$ cat src/ecc_pkg.sv
`default_nettype none

package ecc_pkg;

    localparam int WORD_W = 32;
    localparam int KEY_W = 16;                  // explicit key bits, msb of k implied
    localparam int KEY_CNT_W = $clog2(KEY_W);

    localparam int DBL_STEPS = 12;
    localparam int ADD_STEPS = 9;

    typedef logic [WORD_W-1:0] word_t;
    typedef logic [KEY_W-1:0] key_t;
    typedef logic [KEY_CNT_W-1:0] key_cnt_t;

    // arithmetic unit opcodes
    typedef enum logic [1:0] {
        GF_ADD = 2'd0,
        GF_SUB = 2'd1,
        GF_MUL = 2'd2,
        GF_DIV = 2'd3
    } gf_op_t;

    typedef enum logic [2:0] {
        SEL_X1 = 3'd0,                          // accumulator
        SEL_Y1 = 3'd1,
        SEL_X2 = 3'd2,                          // base point
        SEL_Y2 = 3'd3,
        SEL_T1 = 3'd4,
        SEL_T2 = 3'd5,
        SEL_T3 = 3'd6,
        SEL_CA = 3'd7                           // curve a
    } reg_sel_t;

    typedef struct packed {
        gf_op_t   op;
        reg_sel_t src_a;
        reg_sel_t src_b;
        reg_sel_t dst;
    } micro_op_t;

endpackage

`default_nettype wire

$ cat src/seq_rf_if.sv
`timescale 1ns/1ns
`default_nettype none

interface seq_rf_if
    import ecc_pkg::*;
();

    logic      load;                            // latch input point and a
    micro_op_t uop;
    logic      wr_en;                           // result write strobe
    logic      commit;                          // T3 -> X1

    modport sequencer (
        output load,
        output uop,
        output wr_en,
        output commit
    );

    modport regfile (
        input load,
        input uop,
        input wr_en,
        input commit
    );

endinterface

`default_nettype wire

$ cat src/key_shifter.sv
`timescale 1ns/1ns
`default_nettype none

module key_shifter
    import ecc_pkg::*;
(
    input  logic i_clk,
    input  logic i_reset,
    input  logic i_load,
    input  logic i_shift,
    input  key_t i_key,
    output logic o_bit,
    output logic o_last
);

    key_t     key_q;
    key_cnt_t bit_cnt;                          // bits left after the current one

    always_ff @(posedge i_clk or posedge i_reset)
    begin
        if (i_reset)
        begin
            key_q   <= '0;
            bit_cnt <= '0;
        end
        else if (i_load)
        begin
            key_q   <= i_key;
            bit_cnt <= key_cnt_t'(KEY_W - 1);
        end
        else if (i_shift)
        begin
            key_q   <= {key_q[KEY_W-2:0], 1'b0}; // next bit to msb
            bit_cnt <= bit_cnt - 1'b1;
        end
    end

    assign o_bit  = key_q[KEY_W-1];
    assign o_last = (bit_cnt == '0);

endmodule

`default_nettype wire

$ cat src/point_sequencer.sv
`timescale 1ns/1ns
`default_nettype none

module point_sequencer
    import ecc_pkg::*;
(
    input  logic        i_clk,
    input  logic        i_reset,
    input  logic        i_start,
    input  logic        i_bit,
    input  logic        i_last,
    output logic        o_key_load,
    output logic        o_key_shift,
    seq_rf_if.sequencer rf,
    output logic        o_gf_req,
    input  logic        i_gf_done,
    output logic        o_busy,
    output logic        o_done
);

    typedef enum logic [2:0] {ST_IDLE, ST_LOAD, ST_ISSUE, ST_WAIT, ST_GAP} state_t;

    state_t     state;
    logic       is_add;                         // walking the addition table
    logic [3:0] step;
    logic       done_q;
    logic       op_done;
    logic       seq_end;

    // point doubling, lambda = (3*x1^2 + a) / (2*y1)
    function automatic micro_op_t dbl_uop(input logic [3:0] idx);
        case (idx)
            4'd0:    return micro_op_t'{GF_MUL, SEL_X1, SEL_X1, SEL_T1};
            4'd1:    return micro_op_t'{GF_ADD, SEL_T1, SEL_T1, SEL_T2};
            4'd2:    return micro_op_t'{GF_ADD, SEL_T2, SEL_T1, SEL_T1};
            4'd3:    return micro_op_t'{GF_ADD, SEL_T1, SEL_CA, SEL_T1};
            4'd4:    return micro_op_t'{GF_ADD, SEL_Y1, SEL_Y1, SEL_T2};
            4'd5:    return micro_op_t'{GF_DIV, SEL_T1, SEL_T2, SEL_T1};
            4'd6:    return micro_op_t'{GF_MUL, SEL_T1, SEL_T1, SEL_T2};
            4'd7:    return micro_op_t'{GF_SUB, SEL_T2, SEL_X1, SEL_T2};
            4'd8:    return micro_op_t'{GF_SUB, SEL_T2, SEL_X1, SEL_T3}; // new x
            4'd9:    return micro_op_t'{GF_SUB, SEL_X1, SEL_T3, SEL_T2};
            4'd10:   return micro_op_t'{GF_MUL, SEL_T1, SEL_T2, SEL_T2};
            default: return micro_op_t'{GF_SUB, SEL_T2, SEL_Y1, SEL_Y1}; // new y
        endcase
    endfunction

    // point addition, lambda = (y2 - y1) / (x2 - x1)
    function automatic micro_op_t add_uop(input logic [3:0] idx);
        case (idx)
            4'd0:    return micro_op_t'{GF_SUB, SEL_X2, SEL_X1, SEL_T1};
            4'd1:    return micro_op_t'{GF_SUB, SEL_Y2, SEL_Y1, SEL_T2};
            4'd2:    return micro_op_t'{GF_DIV, SEL_T2, SEL_T1, SEL_T1};
            4'd3:    return micro_op_t'{GF_MUL, SEL_T1, SEL_T1, SEL_T2};
            4'd4:    return micro_op_t'{GF_SUB, SEL_T2, SEL_X1, SEL_T2};
            4'd5:    return micro_op_t'{GF_SUB, SEL_T2, SEL_X2, SEL_T3};
            4'd6:    return micro_op_t'{GF_SUB, SEL_X1, SEL_T3, SEL_T2};
            4'd7:    return micro_op_t'{GF_MUL, SEL_T1, SEL_T2, SEL_T2};
            default: return micro_op_t'{GF_SUB, SEL_T2, SEL_Y1, SEL_Y1};
        endcase
    endfunction

    assign o_gf_req = (state == ST_ISSUE) || (state == ST_WAIT);
    assign op_done  = o_gf_req && i_gf_done;
    assign seq_end  = op_done &&
                      (step == (is_add ? 4'(ADD_STEPS - 1) : 4'(DBL_STEPS - 1)));

    assign rf.load   = (state == ST_LOAD);
    assign rf.uop    = is_add ? add_uop(step) : dbl_uop(step);
    assign rf.wr_en  = op_done;
    assign rf.commit = seq_end;

    assign o_key_load  = (state == ST_IDLE) && i_start;
    assign o_key_shift = seq_end && !i_last && (is_add || !i_bit); // move to next bit
    assign o_busy      = (state != ST_IDLE);
    assign o_done      = done_q;

    always_ff @(posedge i_clk or posedge i_reset)
    begin
        if (i_reset)
        begin
            state  <= ST_IDLE;
            is_add <= 1'b0;
            step   <= '0;
            done_q <= 1'b0;
        end
        else
        begin
            done_q <= 1'b0;
            case (state)
                ST_IDLE:
                    if (i_start)
                        state <= ST_LOAD;
                ST_LOAD:
                begin
                    state  <= ST_ISSUE;
                    is_add <= 1'b0;
                    step   <= '0;
                end
                ST_ISSUE, ST_WAIT:
                    if (!i_gf_done)
                        state <= ST_WAIT;
                    else if (!seq_end)
                    begin
                        state <= ST_GAP;
                        step  <= step + 1'b1;
                    end
                    else
                    begin
                        step <= '0;
                        if (!is_add && i_bit)
                        begin
                            state  <= ST_GAP;
                            is_add <= 1'b1;
                        end
                        else if (i_last)
                        begin
                            state  <= ST_IDLE;
                            done_q <= 1'b1;
                        end
                        else
                        begin
                            state  <= ST_GAP;
                            is_add <= 1'b0;
                        end
                    end
                ST_GAP:
                    state <= ST_ISSUE;
                default:
                    state <= ST_IDLE;
            endcase
        end
    end

endmodule

`default_nettype wire

$ cat src/point_regfile.sv
`timescale 1ns/1ns
`default_nettype none

module point_regfile
    import ecc_pkg::*;
(
    input  logic      i_clk,
    input  logic      i_reset,
    seq_rf_if.regfile rf,
    input  word_t     i_px,
    input  word_t     i_py,
    input  word_t     i_a,
    input  word_t     i_gf_result,
    output gf_op_t    o_gf_op,
    output word_t     o_gf_a,
    output word_t     o_gf_b,
    output word_t     o_rx,
    output word_t     o_ry
);

    word_t regs [8];                            // indexed by reg_sel_t

    always_ff @(posedge i_clk or posedge i_reset)
    begin
        if (i_reset)
        begin
            for (int i = 0; i < 8; i++)
                regs[i] <= '0;
        end
        else if (rf.load)
        begin
            regs[SEL_X1] <= i_px;               // accumulator starts at P
            regs[SEL_Y1] <= i_py;
            regs[SEL_X2] <= i_px;
            regs[SEL_Y2] <= i_py;
            regs[SEL_CA] <= i_a;
        end
        else
        begin
            if (rf.wr_en)
                regs[rf.uop.dst] <= i_gf_result;
            // last step of a sequence writes Y1, X1 comes from T3 here
            if (rf.commit)
                regs[SEL_X1] <= regs[SEL_T3];
        end
    end

    assign o_gf_op = rf.uop.op;
    assign o_gf_a  = regs[rf.uop.src_a];
    assign o_gf_b  = regs[rf.uop.src_b];

    assign o_rx = regs[SEL_X1];
    assign o_ry = regs[SEL_Y1];

endmodule

`default_nettype wire

$ cat src/ecc_point_mul.sv
`timescale 1ns/1ns
`default_nettype none

module ecc_point_mul
    import ecc_pkg::*;
(
    input  logic   i_clk,
    input  logic   i_reset,
    input  logic   i_start,
    input  key_t   i_key,
    input  word_t  i_px,
    input  word_t  i_py,
    input  word_t  i_a,
    output logic   o_gf_req,
    output gf_op_t o_gf_op,
    output word_t  o_gf_a,
    output word_t  o_gf_b,
    input  logic   i_gf_done,
    input  word_t  i_gf_result,
    output word_t  o_rx,
    output word_t  o_ry,
    output logic   o_busy,
    output logic   o_done
);

    logic key_load;
    logic key_shift;
    logic key_bit;
    logic key_last;

    seq_rf_if rf_bus ();

    key_shifter u_key (
        .i_clk   (i_clk),
        .i_reset (i_reset),
        .i_load  (key_load),
        .i_shift (key_shift),
        .i_key   (i_key),
        .o_bit   (key_bit),
        .o_last  (key_last)
    );

    point_sequencer u_seq (
        .i_clk       (i_clk),
        .i_reset     (i_reset),
        .i_start     (i_start),
        .i_bit       (key_bit),
        .i_last      (key_last),
        .o_key_load  (key_load),
        .o_key_shift (key_shift),
        .rf          (rf_bus.sequencer),
        .o_gf_req    (o_gf_req),
        .i_gf_done   (i_gf_done),
        .o_busy      (o_busy),
        .o_done      (o_done)
    );

    point_regfile u_rf (
        .i_clk       (i_clk),
        .i_reset     (i_reset),
        .rf          (rf_bus.regfile),
        .i_px        (i_px),
        .i_py        (i_py),
        .i_a         (i_a),
        .i_gf_result (i_gf_result),
        .o_gf_op     (o_gf_op),
        .o_gf_a      (o_gf_a),
        .o_gf_b      (o_gf_b),
        .o_rx        (o_rx),
        .o_ry        (o_ry)
    );

endmodule

`default_nettype wire

$ cat config.mk
export PLATFORM = sky130hd
export DESIGN_NAME = ecc_point_mul
export DESIGN_NICKNAME = d
export VERILOG_FILES = /design/src/ecc_pkg.sv /design/src/seq_rf_if.sv /design/src/key_shifter.sv /design/src/point_sequencer.sv /design/src/point_regfile.sv /design/src/ecc_point_mul.sv
export SDC_FILE = /design/constraint.sdc
export NUM_CORES = 1
export LEC_CHECK = 0
export BUFFER_PORTS_ARGS = -buffer_cell sky130_fd_sc_hd__buf_2
export CORE_MARGIN = 5
export CORE_UTILIZATION = 51
export CTS_CLUSTER_DIAMETER = 200
export DETAILED_ROUTE_END_ITERATION = 7
export PLACE_DENSITY = 0.74
export REMOVE_ABC_BUFFERS = 1
export SYNTH_ARGS = -nofsm -noshare
export SYNTH_HDL_FRONTEND = slang
export SYNTH_SLANG_ARGS = --single-unit
$ cat constraint.sdc
create_clock -name i_clk -period 8.05 [get_ports i_clk]
set_input_delay 0.4025 -clock i_clk [delete_from_list [all_inputs] [get_ports i_clk]]
set_output_delay 0.4025 -clock i_clk [all_outputs]
set_load 0.01 [all_outputs]
; After elaboration in Yosys (flattened, before gate mapping)
; Memories as Yosys holds them, arrays and structs flattened.
; Cells that the tools add are included.
[op_classes]
add_sub_neg = 2
n_lt_le_gt_ge = 4
n_eq_ne = 9
muxes = 39
n_bitwise = 4
reduce_logical = 24
[op_table]
columns = cell, count
row1 = 256-bit bitwise mux, 1
row2 = 256-bit two-way mux, 1
row3 = 32-bit two-way mux, 7
row4 = 32-bit binary-select mux with 3-bit select, 2
row5 = 128-bit two-way mux, 1
row6 = 32-bit demux with 3-bit select, 1
row7 = 16-bit two-way mux, 2
row8 = 11-bit two-way mux, 2
row9 = 4-bit two-way mux, 4
row10 = 3-bit two-way mux, 5
row11 = "4-bit >= comparator, second input constant", 3
row12 = 3-bit inverter with 4-bit output, 3
row13 = 1-bit two-way mux, 9
row14 = 3-bit case mux with 3 select lines, 1
row15 = 4-bit case mux with 2 select lines, 1
row16 = 1-bit logical AND, 7
row17 = "3-bit by 2-bit equality test with 1-bit output, second input constant", 2
row18 = 2-bit nonzero test, 3
row19 = 3-bit nonzero test, 2
row20 = "4-bit by 1-bit adder with 4-bit output, second input constant", 1
row21 = 4-bit equality test, 1
row22 = 4-bit logical NOT, 1
row23 = "4-bit by 1-bit less-than comparator with 1-bit output, second input constant", 1
row24 = "2-bit != test, second input constant", 2
row25 = 14 further kinds, 19
[word_totals]
reg_bits = 285
romBits = 240
inputBits = 148
output_inout_bits = 133
elab_cells = 98
n_memories = 2
[memory_table]
columns = memory, depth, word_bits, rd, rd_ports_with_merged_regs, wr, line_no
row1 = (no name shown), 16, 10, 1, 0, 0, point_sequencer.sv:32  ; case (idx)
row2 = (no name shown), 8, 10, 1, 0, 0, point_sequencer.sv:50  ; case (idx)

; Depth between registers and ports, before layout
; Gate-level depths: netlist (run 1).
; An unclocked memory read counts as a cell.
[depth]
depth_word = 12
mapped_depth = 11
mapped_depth_nobuf = 9

; By module
; A second synthesis (run 1) with hierarchy kept.
[unflattened]
cells_unflattened = 1404
hier_area_um2 = 17191.5
[modules_own_cells]
columns = module, n_inst, cells_each, area_per_inst_um2, seq_area_each_um2
row1 = point_regfile, 1, 1186, 15228.4, 6406.1
row2 = point_sequencer, 1, 127, 1006.0, 225.2
row3 = key_shifter, 1, 91, 957.2, 500.5

; Worst setup path after synthesis (run 1)
; No wires, ideal clock.
[synth_timing]
path_kind = register to output
startpoint = register u_seq.step[1]
endpoint = output o_gf_b[17]
t_arrival_ns = 2.719
slack_ns = 4.928
stages_incl_launch_ff = 9
path_buffers = 2
path_cell_list = dfrtp_1 -> ha_1 -> ha_1 -> or3b_2 -> o211ai_1 -> buf_4 -> buf_4 -> mux4_2 -> mux2_2
[synth_via]
elab_chain_cells = 7
[synth_rtl]
columns = element, line_no
row1 = "start, declared", point_sequencer.sv:25  ; logic [3:0] step;
row2 = "start signal, assigned", point_sequencer.sv:106  ; step <= step + 1'b1;
row3 = memory read 8 x 10 bit, -
row4 = 11-bit two-way mux, point_sequencer.sv:50
row5 = 11-bit two-way mux (*), point_sequencer.sv:69  ; assign rf.uop = is_add ? add_uop(step) : dbl_uop(step);
row6 = 3-bit inverter with 4-bit output (not written as such) (*), point_regfile.sv:50  ; assign o_gf_b = regs[rf.uop.src_b];
row7 = 32-bit binary-select mux with 3-bit select (*), point_regfile.sv:50
row8 = 32-bit two-way mux (not written as such) (*) (2 in a row), point_regfile.sv:50
row9 = "end, declared", ecc_point_mul.sv:17  ; output word_t o_gf_b,
; Every way passes the cells marked *; elsewhere a longest branch is shown, timed or not. The select of a mux whose other input is x is not followed.

; Worst setup path in the final report (run 1)
[layout_timing]
startpoint = register u_seq.step[1]
endpoint = output o_gf_a[14]
[layout_via]
elab_chain_cells = 7
[layout_rtl]
columns = element, line_no
row1 = memory read 8 x 10 bit, -
row2 = 11-bit two-way mux, point_sequencer.sv:50
row3 = 11-bit two-way mux (*), point_sequencer.sv:69
row4 = 3-bit inverter with 4-bit output (not written as such) (*), point_regfile.sv:49  ; assign o_gf_a = regs[rf.uop.src_a];
row5 = 32-bit binary-select mux with 3-bit select (*), point_regfile.sv:49
row6 = 32-bit two-way mux (not written as such) (*) (2 in a row), point_regfile.sv:49
row7 = "end, declared", ecc_point_mul.sv:16  ; output word_t o_gf_a,
; Marked as above.

==> results of run 1 <==
-- layout make-up --
type | instances | area, um2
Antenna cell | 1 | 2.50
Clock buffer | 46 | 912
Clock inverter | 7 | 115
Fill cell | 2507 | 12500
Inverter | 14 | 60.1
Multi-Input combinational cell | 797 | 7680
Sequential cell | 285 | 7130
Tap cell | 396 | 495
Timing Repair Buffer | 298 | 1560
-- cells by family after synthesis --
| family | count (synthesis) | synth area share (%) |
|---|---|---|
| flops | 285 | 45.6 |
| mux | 402 | 31.6 |
| compound gates | 227 | 10.8 |
| buf+inv | 168 | 6.01 |
| simple gates | 154 | 4.87 |
| fa+ha+maj | 9 | 0.721 |
| xor+xnor | 5 | 0.280 |
-- flip-flops by register name (all words and copies together), names as in the netlist --
signal and count:
u_rf.o_ry 32, u_rf.regs 192, u_key.key_q 16, u_seq.step 4, u_seq.o_done 1, u_seq.is_add 1, u_key.bit_cnt 4, u_seq.state 3
u_rf.o_rx 32
-- power breakdown --
group          switching [uW]  internal [uW]  total, uW
Combinational            2390           2320       4710
Clock                     567            870       1440
Sequential                597           2110       2710
Total                    3560           5300       8860
-- through the flow --
| step | power (uW) | area [um2] |
|---|---|---|
| 6_report | 8860 | 18000 |
| 5_1_grt | 9410 | 18000 |
| 2_1_floorplan | 5920 | 14700 |
| 4_1_cts | 8880 | 18000 |
| 3_3_place_gp | 7290 | 16900 |
| 3_5_place_dp | 7420 | 16900 |
-- placed cells by master (no fill, tap or decap), types with 2 or more instances in the layout --
| master | count |
|---|---|
| o22ai_1 | 5 |
| mux2i_1 | 153 |
| clkbuf_16 | 31 |
| buf_2 | 280 |
| nor2_4 | 2 |
| and2_1 | 33 |
| o21ai_0 | 72 |
| nand3b_1 | 4 |
| clkinvlp_4 | 2 |
| nand2b_1 | 5 |
| bufinv_16 | 3 |
| o22a_1 | 33 |
| o21ai_4 | 2 |
| buf_4 | 16 |
| mux2_2 | 195 |
| a21oi_1 | 6 |
| ha_1 | 9 |
| clkbuf_8 | 8 |
| a221oi_1 | 4 |
| dfrtp_1 | 285 |
| a211oi_1 | 2 |
| mux4_2 | 54 |
| nor2b_1 | 4 |
| clkinv_2 | 2 |
| nor2_1 | 13 |
| nor4_1 | 3 |
| clkbuf_1 | 7 |
| o21ai_1 | 17 |
| inv_1 | 12 |
| a2111oi_0 | 2 |
| o211ai_1 | 4 |
| buf_12 | 2 |
| xnor2_1 | 5 |
| a221o_1 | 64 |
| nand2_1 | 72 |
| nand3_1 | 5 |
-- per-layer routing --
layer | global-route usage, % | up-vias | wire length (um) | part of all wire (%)
li1 | - | 4995 | - | -
met1 | 33.3 | 5843 | 17600 | 41
met2 | 40.7 | 468 | 20900 | 49
met5 | 0 | - | 0 | 0
met4 | 6.08 | 0 | 816 | 1.9
met3 | 5.48 | 70 | 3460 | 8.1
-- worst paths after layout --
kind | from | endpoint | slack, ns | cells after the start
worst max-delay path | u_seq.step[1] | o_gf_a[14] | 3.31 | 10
worst min-delay path | i_reset | u_rf.regs[32] | -0.007 | 2
worst max register to register | u_seq.is_add | u_key.bit_cnt[3] | 4.58 | 6
worst min register to register | u_key.key_q[0] | u_key.key_q[0] | 0.50 | 2
max in group asynchronous | i_reset | u_rf.regs[40] | 6.69 | 3
min in group i_clk | i_key[0] | u_key.key_q[0] | 0.06 | 3
==> flow_metrics.py, run 1 <==
metrics = {
    "detailed_routing": {
        "drc": 0,
        "first_pass_iters": 5,
        "wl_mm": 42.8,
        "vias_per_cell": 6.17,
        "vias": 11376,
        "wl_per_cell_um": 23.2,
        "final_antenna_net_count": 0,
        "dr.first_iter.drc_count": 1036,
    },
    "setup_path": {
        "cp_common_cell": "buf_4",
        "cpMaxStageDelayCell": "buf_4",
        "critPathMaxStageDelay_ns": 0.78,
        "worstSetupPathType": "flop to primary output",
        "crit_required_ns": 7.65,
        "crit_family": "buffers and inverters",
        "critPathArrivalTime_ns": 4.34,
        "crit_buf_inv": 4,
        "crit_path_cell_trace": "inv_1 > ha_1 > o32a_1 > o32ai_4 > buf_4 > buf_4 > mux2i_1 > o22a_1 > o21ai_0 > buf_2",
        "critPathLaunchType": "flop",
        "crit_fanout": 54,
        "endpoint_kind": "primary output",
    },
    "logic_synthesis": {
        "synth-edff-count": 0,
        "synthTopCellsByCount": "dfrtp_1 (285), mux2_2 (195), mux2i_1 (153)",
        "synthArstFlopShare_pct": 100,
        "synth_top_area_share_pct": 45.6,
        "ys_top_cells_by_area": "dfrtp_1 (46%), mux2_2 (14%), mux2i_1 (9.8%), mux4_2 (7.8%), a221o_1 (4.1%)",
        "yosysWarnings": 0,
        "ys_seq_area_share_pct": 45.6,
        "yosys.area.top_type": "dfrtp_1",
        "yosysMostFrequentCell": "dfrtp_1",
        "synth_ff_type": "dfrtp_1",
        "synthCells": 1250,
        "synth_cell_types": 54,
        "synth_area_mm2": 0.0156,
        "syn_area_per_cell_um2": 12.5,
        "synth_seq_cells": 285,
    },
    "placement": {
        "dp.cells": 1790,
        "place_hpwl_mm": 27.5,
        "dp_slack_ns": 3.91,
        "gp_congestion": 0.879,
        "port_buffers": 280,
    },
    "sta": {
        "fin_worst_skew_ns": 0.00726,
        "rsz0062_at_grt": "no",
        "finalCritPeriodShare_pct": 58.9,
        "final_max_slew_viol_count": 0,
        "setup_tns_ns": 0,
        "fin_ws_ns": 3.31,
        "finalSetupViolCount": 0,
        "relSlewSlack_pct": 21.1,
        "finalHoldViolations": 1,
        "tightest_slew_ns": 1.18,
        "finalCriticalPeriod_ns": 4.74,
        "max_freq_mhz": 211,
        "holdWs_ns": -0.00659,
    },
    "global_routing": {
        "grt_pass1_wl_mm": 67.2,
        "grt.overflow.total": 0,
        "grt_max_degree": 168,
        "antenna_found_initial": 1,
        "track_usage_pct": 24.6,
        "grt_pass1_vias": 11960,
    },
    "floorplanning": {
        "initial_core_util_pct": 51.4,
        "dieArea_mm2": 0.0342,
        "fp.dieW_um": 185,
        "core_region_area_mm2": 0.0304,
        "die_y_um": 185,
        "fp-row-count": 64,
        "ioPinCount": 281,
    },
    "cells_and_area": {
        "fin_nets": 1584,
        "layout-drive-gt1-share_pct": 42.2,
        "stdcell_count": 1844,
        "syn_to_final_growth_pct": 14.9,
        "utilization_pct": 59.0,
    },
    "clock_tree": {
        "hold_buffers": 0,
        "cts_buffers": 31,
        "cts_repair_resize_count": 0,
        "cts-root-buf": "clkbuf_16",
        "cts.sinks": 285,
        "path_clk_slew_ns": 0.06,
        "htreeDepth": 1,
        "clk_path_buf_depth": 3,
        "clock_latency_ns": 0.54,
        "cts_setup_buffers": 0,
        "cts_tree": "built",
    },
    "power_and_ir_drop": {
        "pwr_density_cell_mw_per_mm2": 493,
        "ir_drop_mv": 0.293,
        "p_leak_uw": 0.00856,
    },
    "hold_path": {
        "hold_path_class": "input port to asynchronous set/reset pin",
    },
    "run_status": {
        "violations": "hold timing",
        "status": "finished with violations",
    },
    "job": {
        "maxCapViolCount": 0,
    },
}
(Power assumes the default switching activity.)
==> inputs of run 2 (changes only) <==
- clock period: 8.05 -> 4.2 ns (I/O delays scaled with it)
==> flow_metrics.py, run 2 (synthesized netlist as in run 1, its figures left out) <==
metrics = {
    "power_and_ir_drop": {
        "internal_power_uw": 10300,
        "pwr-share-seq_pct": 30.1,
        "net-switching-power_uw": 7020,
        "swShare_pct": 40.5,
        "power.total_uw": 17300,
        "pwr-share-comb_pct": 54.3,
        "pwr_density_cell_mw_per_mm2": 887,
        "ir_drop_mv": 0.644,
        "power_frac_clock_pct": 15.6,
        "p_leak_uw": 0.00924,
    },
    "detailed_routing": {
        "vias": 12224,
        "drc": 0,
        "dr.first_iter.drc_count": 826,
        "first_pass_iters": 5,
        "vias_per_cell": 6.11,
        "wl_mm": 45.6,
        "wl_per_cell_um": 22.8,
        "final_antenna_net_count": 0,
    },
    "clock_tree": {
        "cts.sinks": 285,
        "cts_tree": "built",
        "clock_latency_ns": 0.56,
        "htreeDepth": 1,
        "clk_path_buf_depth": 3,
        "cts-root-buf": "clkbuf_16",
        "path_clk_slew_ns": 0.06,
        "cts_buffers": 31,
    },
    "placement": {
        "dp.cells": 1801,
        "place_hpwl_mm": 28.3,
        "post_dp_cell_area_mm2": 0.0171,
        "dp_slack_ns": 0.891,
        "port_buffers": 280,
        "gp_congestion": 0.856,
    },
    "global_routing": {
        "grt.overflow.total": 0,
        "grt_pass1_vias": 12915,
        "grt_max_degree": 133,
        "grt_pass1_wl_mm": 71.5,
        "track_usage_pct": 26.1,
        "antenna_found_initial": 1,
    },
    "job": {
        "maxCapViolCount": 0,
    },
    "cells_and_area": {
        "utilization_pct": 64.1,
        "syn_to_final_growth_pct": 24.8,
        "top_register": "u_rf.regs",
        "stdcell_count": 2001,
        "fin_area_mm2": 0.0195,
        "fin_nets": 1737,
        "layout-drive-gt1-share_pct": 38.9,
        "largest_register_ffs": 192,
        "final_common_cell": "dfrtp_1",
        "regArea_mm2": 0.00713,
        "layout_common_cells": "dfrtp_1 (285), buf_2 (280), mux2_2 (195)",
        "multi_input_area_mm2": 0.00768,
        "final.fill_count": 2272,
    },
    "floorplanning": {
        "dieArea_mm2": 0.0342,
        "fp-row-count": 64,
        "initial_core_util_pct": 51.4,
        "core_region_area_mm2": 0.0304,
        "die_y_um": 185,
        "fp.dieW_um": 185,
        "ioPinCount": 281,
    },
    "hold_path": {
        "min_path_cells": 3,
        "hold_path_class": "input port to flop",
    },
    "setup_path": {
        "reg2reg_depth": 10,
        "crit_fanout": 42,
        "critPathLaunchType": "flop",
        "crit_required_ns": 3.99,
        "critPathArrivalTime_ns": 3.72,
        "worstSetupPathType": "flop to primary output",
        "endpoint_kind": "primary output",
    },
    "sta": {
        "fin_worst_skew_ns": 0.0167,
        "max_freq_mhz": 254,
        "relSlewSlack_pct": 34.0,
        "final_max_slew_viol_count": 0,
        "finalSetupViolCount": 0,
        "finalHoldViolations": 0,
        "finalCritPeriodShare_pct": 93.7,
        "tightest_slew_ns": 0.990,
        "fin_ws_ns": 0.266,
        "finalCriticalPeriod_ns": 3.93,
        "rsz0062_at_grt": "no",
    },
    "run_status": {
        "status": "complete, no violations",
    },
}
==> run 2: changes by cell type in the layout (fill, tap and decap cells not counted), sizes merged <==
| cell | delta |
|---|---|
| bufinv | -1 |
| clkinv | +5 |
| dlygate4sd3 | +142 |
| diode | +1 |
| clkinvlp | -2 |
| inv | +1 |
| buf | +11 |
==> run 2: critical path, stage by stage, from the launching register on <==
cell	delay, ns
dfrtp_1	0.61
inv_1	0.32
ha_1	0.18
or3b_2	0.46
o211ai_1	0.19
buf_12	0.37
mux4_2	0.56
mux2_2	0.29
buf_2	0.15
==> run 2: path summary, 6_finish.rpt <==
| check | start | end | slack, ns |
|---|---|---|---|
| max | u_seq.step[2] | o_gf_b[8] | 0.27 |
| min | i_px[13] | u_rf.o_rx[13] | 0.02 |
| max reg2reg | u_seq.step[1] | u_rf.regs[187] | 0.73 |
| max in group asynchronous | i_reset | u_rf.regs[185] | 2.76 |
| min in group asynchronous | i_reset | u_rf.regs[128] | 0.36 |
| min reg2reg | u_key.key_q[0] | u_key.key_q[0] | 0.50 |
==> run 2: routing by layer <==
metal  wire [um]  track usage [%]  vias to the layer above
met5          14                0                        -
met3        3730             5.15                      103
li1            -                -                     5309
met1       18000             34.0                     6235
met2       22700             44.3                      575
met4        1180             8.16                        2
==> run 2: cell type report <==
cell class	instances	share of cell area, %
diodes	2	0.0257
clock buffers	46	4.62
clock inverters	10	0.532
inverters	14	0.308
multi-input cells	797	39.4
flip-flops and latches	285	36.6
well taps	396	2.54
repair buffers	451	16.0
==> run 2: power by group through the flow <==
stage	clock (uW)	combinational, uW	sequential (uW)
detailed placement	0	9150	5190
CTS	2770	9360	5160
finish	2710	9400	5210
floorplan	0	5730	4930
global route	2870	10100	5340
global placement	0	8930	5150
==> run 2: through the flow <==
stage | setup TNS, ns | hold slack [ns]
6_report | 0 | 0.0219
5_1_grt | 0 | 0.0240
4_1_cts | 0 | 0.000894
3_5_place_dp | 0 | 0.415
3_3_place_gp | 0 | 0.415
2_1_floorplan | -2014.73 | 0.315
==> run 2: what timing repair did <==
action,in CTS,in global routing
gates resized for setup,0,0
buffers inserted,0,0
hold endpoints to repair,394,0
hold buffers,142,0
